## src/common/dtlb_pkg.sv

```systemverilog
package dtlb_pkg;

  // set index comes from the low page bits
  localparam int SET_BITS  = 4;
  localparam int NUM_SETS  = 1 << SET_BITS;
  localparam int VPN_W     = 20;
  localparam int TAG_W     = VPN_W - SET_BITS;
  localparam int ASID_W    = 8;
  localparam int PPN_W     = 16;
  // wide enough for up to 8 ways
  localparam int WAY_IDX_W = 3;

  typedef struct packed {
    logic read;
    logic write;
    logic exec;
  } dtlb_perm_t;

  typedef struct packed {
    logic              valid;
    logic [TAG_W-1:0]  tag;
    logic [ASID_W-1:0] asid;
    logic [PPN_W-1:0]  ppn;
    dtlb_perm_t        perm;
  } dtlb_entry_t;

  typedef struct packed {
    logic [VPN_W-1:0]  vpn;
    logic [ASID_W-1:0] asid;
  } dtlb_lookup_t;

  typedef struct packed {
    logic                 hit;
    logic [WAY_IDX_W-1:0] way;
    logic [PPN_W-1:0]     ppn;
    dtlb_perm_t           perm;
  } dtlb_result_t;

  typedef enum logic [1:0] {
    OP_NONE  = 2'd0,
    OP_FILL  = 2'd1,
    OP_INVAL = 2'd2
  } dtlb_op_e;

  typedef struct packed {
    dtlb_op_e          op;
    logic [VPN_W-1:0]  vpn;
    logic [ASID_W-1:0] asid;
    logic [PPN_W-1:0]  ppn;
    dtlb_perm_t        perm;
  } dtlb_cmd_t;

endpackage

```

## src/hw/dtlb_init_ctrl.sv

```systemverilog
`timescale 1ns/1ps

module dtlb_init_ctrl import dtlb_pkg::*; (
  input  logic                 clk,
  input  logic                 rst,
  output logic                 init,
  output logic [SET_BITS-1:0]  sweep_idx,
  output logic                 ready
);

  typedef enum logic {
    ST_SWEEP,
    ST_RUN
  } state_e;

  state_e              state;
  logic [SET_BITS-1:0] cnt;

  always_ff @(posedge clk) begin
    if (rst) begin
      state <= ST_SWEEP;
      cnt   <= '0;
    end else begin
      case (state)
        ST_SWEEP: begin
          cnt <= cnt + 1'b1;
          // last set cleared this cycle
          if (&cnt) begin
            state <= ST_RUN;
          end
        end
        default: begin
          state <= ST_RUN;
        end
      endcase
    end
  end

  assign init      = state == ST_SWEEP;
  assign ready     = state == ST_RUN;
  assign sweep_idx = cnt;

endmodule

```

## config.mk

```make
export PLATFORM = sky130hd
export DESIGN_NAME = dtlb_init_ctrl
export DESIGN_NICKNAME = d
export VERILOG_FILES = /design/src/common/dtlb_pkg.sv /design/src/hw/dtlb_init_ctrl.sv
export SDC_FILE = /design/constraint.sdc
export NUM_CORES = 1
export LEC_CHECK = 0
export ABC_CLOCK_PERIOD_IN_PS = 2500
export BUFFER_PORTS_ARGS = -buffer_cell sky130_fd_sc_hd__buf_2
export CORE_AREA = 2 2 39 41
export CTS_CLUSTER_SIZE = 20
export DETAILED_ROUTE_END_ITERATION = 6
export DIE_AREA = 0 0 41 43
export RECOVER_POWER = 25
export SYNTH_ARGS = -nofsm -noshare
export SYNTH_HDL_FRONTEND = slang
export SYNTH_SLANG_ARGS = --single-unit
```

## constraint.sdc

```tcl
create_clock -name clk -period 2.5 [get_ports clk]
set_input_delay 0.25 -clock clk [delete_from_list [all_inputs] [get_ports clk]]
set_output_delay 0.25 -clock clk [all_outputs]
set_load 0.1 [all_outputs]
```

* Word-level counts from Yosys, hierarchy flattened *
Index checks and enable logic that the tools add are counted.

storage, ports and cells
  register bits = 5
  input port bits = 2
  output and inout bits = 6
  logic and storage cells = 7

cells by class
  add/subtract/negate cells = 1
  multiplexer cells = 2
  bitwise operators = 1
  reductions and logical operators = 1

operator list
  kind                                                            number
  4-bit by 1-bit adder with 4-bit output (second input constant)  1
  4-bit AND reduction                                             1
  1-bit two-way mux                                               2
  1-bit NOT                                                       1

* Depth between registers and ports, before layout *
Gate-level depths: netlist (run 1).

  depth after elaboration = 3
  gate-level depth with buffers = 4
  gate-level depth less buffers = 4

* Worst setup path after synthesis (run 1) *
Ideal clock, no wire load.

  path type = register to register
  start = reg state (netlist: ready)
  end = reg state (netlist: ready)
  library setup time = 0.079 ns
  data arrival time = 2.005 ns
  data required time = 2.421 ns
  slack = 0.417 ns
  cell stages (with the launch flop) = 3
  buffers on the path = 0
  clock period less this slack = 2.083 ns
  path through = dfxtp_1 -> inv_1 -> a21oi_1

between the ends
  longest elaborated chain between the ends = 1

ends and longest elaborated chain
  item                      RTL line              text
  start: declaration        dtlb_init_ctrl.sv:16  state_e state;
  start signal: assignment  dtlb_init_ctrl.sv:21  state <= ST_SWEEP;
  start signal: assignment  dtlb_init_ctrl.sv:29  state <= ST_RUN;
  start signal: assignment  dtlb_init_ctrl.sv:33  state <= ST_RUN;
  1-bit two-way mux         dtlb_init_ctrl.sv:24  case (state)

No other way between the ends.
A chain may end at the register's enable or synchronous reset.

* Final worst setup path (run 1) *
  start = reg state (netlist: ready)
  end = out ready

RTL lines
  item              RTL line             text
  end: declaration  dtlb_init_ctrl.sv:8  output logic ready

No word-level cell between the ends.

==> impl_metrics.py, run 1 <==
metrics = {
    "status": {
        "status": "finished clean",
    },
    "yosys": {
        "yosysSeqAreaShare": 0.519,
        "yosys_warnings": 0,
        "ys_types": 11,
        "synth_seq_cells": 5,
        "synth_cells": 19,
        "synth_nets": 22,
        "postSynthAreaPerCell_um2": 10.1,
        "syn_area_um2": 193,
    },
    "detailed_routing": {
        "drt-wirelength-per-cell_um": 8.20,
        "drt-vias-per-instance": 3.57,
        "finalWirelength_um": 377,
        "final_antenna_net_count": 0,
        "via_count": 164,
        "firstDrtPassIters": 2,
        "route.detailed.drc": 0,
        "drt_iter0_markers": 2,
    },
    "clocking": {
        "cts_resized": 0,
        "numCtsBuffers": 3,
        "cts_tree": "built",
        "h-tree-depth": 1,
        "cts_root_buf": "clkbuf_4",
        "clkSinkCount": 5,
        "cts_buffer_depth": 2,
        "hold_buffers": 0,
        "post_cts_buffers": 0,
        "insertion_delay_ns": 0.23,
        "path_clk_slew_ns": 0.04,
    },
    "critical_path": {
        "critical_path_class": "flip-flop to output pin",
        "rr_worst_depth": 4,
        "worstPathRequired_ns": 2.25,
        "worstSetupPathDepth": 1,
        "crit_family": "buffers and inverters",
        "cp-endpoint": "ready",
        "critPathArrivalTime_ns": 1.12,
        "slowest_delay_ns": 0.47,
        "worstPathMaxFanout": 6,
        "critPathLaunchType": "flip-flop",
        "rr_endpoint": "sweep_idx[2]",
        "reg2reg_from": "sweep_idx[0]",
        "ff2ff_setup_slack_ns": 1.50,
        "crit_start": "ready",
        "cp_cell_sequence": "buf_2",
        "endpoint_kind": "output pin",
        "crit_slowest_cell": "buf_2",
        "crit_buf_inv": 1,
    },
    "layout": {
        "n_antenna_cell": 0,
        "utilization": 0.198,
        "synthToLayoutAreaGrowth_pct": 42.2,
        "nets": 34,
        "fin_area_um2": 274,
        "drive_above_1_share": 0.333,
    },
    "timing": {
        "min_period_over_period": 0.548,
        "slew_violations": 0,
        "tightest_slew_ns": 0.488,
        "setup_violations": 0,
        "slew_headroom": 0.677,
        "hold_viol_final": 0,
        "final.setup.tns_ns": 0,
        "fmax_ghz": 0.730,
        "clock_skew_ns": 0.000175,
        "post-route-min-period_ns": 1.37,
        "rsz0062_at_grt": "no",
    },
    "floorplanning": {
        "die_area_um2": 1760,
        "rows": 14,
        "start_util": 0.139,
        "die_y_um": 43,
        "io_pins": 8,
        "die_width_um": 41,
        "core_area_um2": 1380,
    },
    "global_routing": {
        "grt_pass1_vias": 139,
        "grt_first_pass_wirelength_um": 552,
        "grt_max_degree": 7,
        "antenna_found_initial": 0,
        "grt.overflow.total": 0,
        "grt_use_total": 0.0593,
    },
    "place": {
        "post_dp_cell_area_um2": 248,
        "io_buffers": 7,
        "gp_congestion": 0.714,
    },
    "worst_hold_path": {
        "hp-class": "primary input to flip-flop",
    },
    "pwr": {
        "power.density_nw_per_um2": 821,
        "worst_ir_drop_vdd_uv": 300,
        "p_leak_nw": 0.125,
        "power_uw": 225,
    },
    "job": {
        "maxCapViolations": 0,
    },
}
==> metal layers <==
metal	vias up	routed length (um)	global-route usage
li1	85	-	-
met1	72	159	0.0516
met2	7	169	0.0594
met3	0	48	0.0785
met4	0	0	0.0600
met5	-	0	0
==> worst min path at each step <==
stage / end / start / cells past startpoint
floorplan: ready / rst / 1
detailed placement: sweep_idx[2] / rst / 2
global route: sweep_idx[2] / rst / 2
finish: sweep_idx[2] / rst / 2
global placement: sweep_idx[2] / rst / 2
CTS: sweep_idx[2] / rst / 2
==> cells in the final DEF, fill, tap and decap left out <==
master    netlist  layout
dfxtp_1         5       5
nand4b_1        1       1
clkbuf_4        0       3
inv_1           1       1
buf_2           0       7
xor2_1          2       2
xnor2_1         1       1
nand3_1         1       1
clkbuf_1        0       1
ha_1            1       1
nor2b_1         1       1
a21oi_1         1       1
mux2i_1         1       1
nor2_1          4       4
==> state kept, by name (all words and copies together), names as in the netlist <==
signal and flops:
sweep_idx 4, ready 1
==> cells by family after synthesis <==
kind of cell             Yosys count  share of synthesized area
AND/OR/NAND/NOR                    7                      0.182
flip-flops                         5                      0.520
XOR/XNOR                           3                      0.136
AO/OA/AOI/OAI                      1                     0.0259
buffers and inverters              1                     0.0195
multiplexers                       1                     0.0520
adder cells (fa/ha/maj)            1                     0.0649
==> Yosys cell counts <==
library cell | number | area share
dfxtp_1 | 5 | 0.52
nor2b_1 | 1 | 0.032
mux2i_1 | 1 | 0.052
xor2_1 | 2 | 0.091
nor2_1 | 4 | 0.078
ha_1 | 1 | 0.065
xnor2_1 | 1 | 0.045
a21oi_1 | 1 | 0.026
inv_1 | 1 | 0.019
nand3_1 | 1 | 0.026
nand4b_1 | 1 | 0.045
==> layout make-up <==
class                   count  area [um^2]
repair buffers              7         35.0
fillers                   147         1110
clock buffers               4         26.3
inverters                   1         3.75
well taps                  16         20.0
flip-flops and latches      5          100
multi-input cells          13         88.8
==> report_power, final <==
| group | leakage (nW) | internal [mW] | total, mW | switching (mW) |
|---|---|---|---|---|
| registers | 0.0409 | 0.0845 | 0.0889 | 0.00438 |
| logic | 0.0689 | 0.00819 | 0.0459 | 0.0377 |
| clock network | 0.0150 | 0.0601 | 0.0901 | 0.0300 |
| total | 0.125 | 0.153 | 0.225 | 0.0720 |
==> per-stage QoR <==
step           setup slack, ns  hold slack [ns]  instances
3_3_place_gp              1.39            0.490         42
2_1_floorplan            0.417            0.319         19
3_5_place_dp              1.38            0.491         42
4_1_cts                   1.12            0.233         46
6_report                  1.13            0.246         46
5_1_grt                   1.07            0.248         46
Note: power is estimated with default switching activity, not from simulation.
==> run 2, diff against run 1 <==
ABC_CLOCK_PERIOD_IN_PS = 1210   (was 2500)
clock period = 1.21 ns   (was 2.5 ns; I/O delays follow)
==> run 2 against run 1 <==
Compared with the run above:
- critical path depth did not move
- via count fell by 0.61%
- cell count did not move
- routed wire length fell by 2.9%
- setup slack got worse by 1.0 ns
- design area rose by 27%
- sequential cell count did not move
- die area did not move
- global-route usage fell by 0.19 points
- first-iteration DRC count rose by 50%
- sequential power rose by 110%
- hold slack got worse by 0.15 ns
- highest routed layer unchanged
==> impl_metrics.py, run 2 (synthesis gave the netlist of run 1 again) <==
metrics = {
    "status": {
        "status": "finished clean",
    },
    "global_routing": {
        "antenna_found_initial": 0,
        "grt.overflow.total": 0,
        "grt_first_pass_wirelength_um": 627,
        "grt_use_total": 0.0574,
        "grt_pass1_vias": 148,
        "grt_max_degree": 7,
    },
    "place": {
        "dp_hpwl_um": 278,
        "place_inst": 42,
        "gp_congestion": 0.708,
        "io_buffers": 7,
        "post_dp_cell_area_um2": 325,
    },
    "layout": {
        "largest_reg_flops": 4,
        "fin_area_um2": 348,
        "final_cells": 46,
        "synthToLayoutAreaGrowth_pct": 80.5,
        "register_area_um2": 110,
        "n_antenna_cell": 0,
        "multi_input_area_um2": 88.8,
        "drive_above_1_share": 0.500,
        "final_cell_mix": "4 x nor2_1, 4 x buf_12, 3 x clkbuf_4, 3 x buf_2",
        "nets": 34,
        "fillers": 144,
    },
    "detailed_routing": {
        "drt_iter0_markers": 3,
        "drt-wirelength-per-cell_um": 7.96,
        "route.detailed.drc": 0,
        "final_antenna_net_count": 0,
        "finalWirelength_um": 366,
        "firstDrtPassIters": 2,
        "via_count": 163,
        "drt-vias-per-instance": 3.54,
    },
    "critical_path": {
        "crit_buf_inv": 1,
        "crit_family": "buffers and inverters",
        "crit_start": "sweep_idx[1]",
        "cp_cell_sequence": "buf_2",
        "worstPathRequired_ns": 1.09,
        "critical_path_class": "flip-flop to output pin",
        "rr_endpoint": "sweep_idx[2]",
        "reg2reg_from": "sweep_idx[0]",
        "critPathArrivalTime_ns": 1.00,
        "rr_worst_depth": 4,
        "worstSetupPathDepth": 1,
        "critPathLaunchType": "flip-flop",
        "crit_slowest_cell": "buf_2",
        "slowest_delay_ns": 0.42,
        "worstPathMaxFanout": 4,
        "endpoint_kind": "output pin",
        "ff2ff_setup_slack_ns": 0.15,
        "cp-endpoint": "sweep_idx[1]",
    },
    "floorplanning": {
        "start_util": 0.139,
        "die_width_um": 41,
        "die_y_um": 43,
        "die_area_um2": 1760,
        "io_pins": 8,
        "core_area_um2": 1380,
        "rows": 14,
    },
    "pwr": {
        "switchingPower_uw": 154,
        "power.density_nw_per_um2": 1390,
        "p_leak_nw": 0.145,
        "p_comb_frac": 0.223,
        "worst_ir_drop_vdd_uv": 621,
        "intPower_uw": 329,
        "swShare": 0.319,
        "seqPwrFrac": 0.384,
        "pwr-share-clk": 0.393,
    },
    "clocking": {
        "cts_root_buf": "clkbuf_4",
        "cts_resized": 0,
        "insertion_delay_ns": 0.24,
        "clkSinkCount": 5,
        "cts_buffer_depth": 2,
        "path_clk_slew_ns": 0.04,
        "h-tree-depth": 1,
        "post_cts_buffers": 0,
        "cts_tree": "built",
        "hold_buffers": 0,
        "numCtsBuffers": 3,
    },
    "timing": {
        "tightest_slew_ns": 0.485,
        "rsz0062_at_grt": "no",
        "clock_skew_ns": 0.000216,
        "min_period_over_period": 0.931,
        "fmax_ghz": 0.888,
        "setup_violations": 0,
        "post-route-min-period_ns": 1.13,
        "slew_headroom": 0.679,
        "slew_violations": 0,
        "hold_viol_final": 0,
    },
    "job": {
        "maxCapViolations": 0,
    },
    "worst_hold_path": {
        "hp-class": "primary input to flip-flop",
    },
}
==> run 2: cell types whose count changed in the layout (fill, tap and decap cells not counted) <==
cell | previous run | this run
dfxtp_1 | 5 | 1
dfxtp_4 | 0 | 2
buf_12 | 0 | 4
dfxtp_2 | 0 | 2
clkinvlp_4 | 0 | 1
inv_1 | 1 | 0
buf_2 | 7 | 3
==> run 2: through the flow <==
| step | worst slack, ns | TNS [ns] | hold slack, ns | power (mW) | util |
|---|---|---|---|---|---|
| after floorplan | -0.184 | -0.184 | 0.180 | 0.265 | - |
| after global placement | 0.241 | 0 | 0.346 | 0.296 | 0.235 |
| after detailed placement | 0.236 | 0 | 0.350 | 0.296 | 0.235 |
| after CTS | 0.0654 | 0 | 0.0931 | 0.497 | 0.254 |
| after global routing | 0.0501 | 0 | 0.109 | 0.518 | 0.251 |
| final | 0.0840 | 0 | 0.0990 | 0.483 | 0.251 |
==> run 2: cell type report <==
class,instances,share of cell area
Clock buffer,4,0.0755
Inverter,1,0.0216
Multi-Input combinational cell,13,0.255
Sequential cell,5,0.317
Tap cell,16,0.0576
Timing Repair Buffer,7,0.273
==> run 2: worst min path at each step <==
stage	from	to	slack, ns	depth (start not counted)
2_1_floorplan	rst	ready	0.18	1
3_3_place_gp	rst	ready	0.35	2
3_5_place_dp	rst	ready	0.35	2
4_1_cts	rst	ready	0.09	2
5_1_grt	rst	sweep_idx[3]	0.11	2
6_report	rst	ready	0.1	2
==> run 2: power groups by stage <==
stage | Combinational [mW] | Sequential, mW | Clock, mW
finish | 0.108 | 0.185 | 0.190
global route | 0.113 | 0.187 | 0.218
CTS | 0.109 | 0.185 | 0.203
detailed placement | 0.109 | 0.188 | 0
global placement | 0.108 | 0.188 | 0
floorplan | 0.0158 | 0.249 | 0
==> run 2: metal layers <==
| metal | track usage | share of wire | up-vias | wire length, um |
|---|---|---|---|---|
| met5 | 0 | 0 | - | 0 |
| met4 | 0.0200 | 0 | 0 | 0 |
| met3 | 0.0681 | 0.10 | 0 | 38 |
| met2 | 0.0594 | 0.41 | 8 | 149 |
| met1 | 0.0714 | 0.49 | 72 | 178 |
| li1 | - | - | 83 | - |
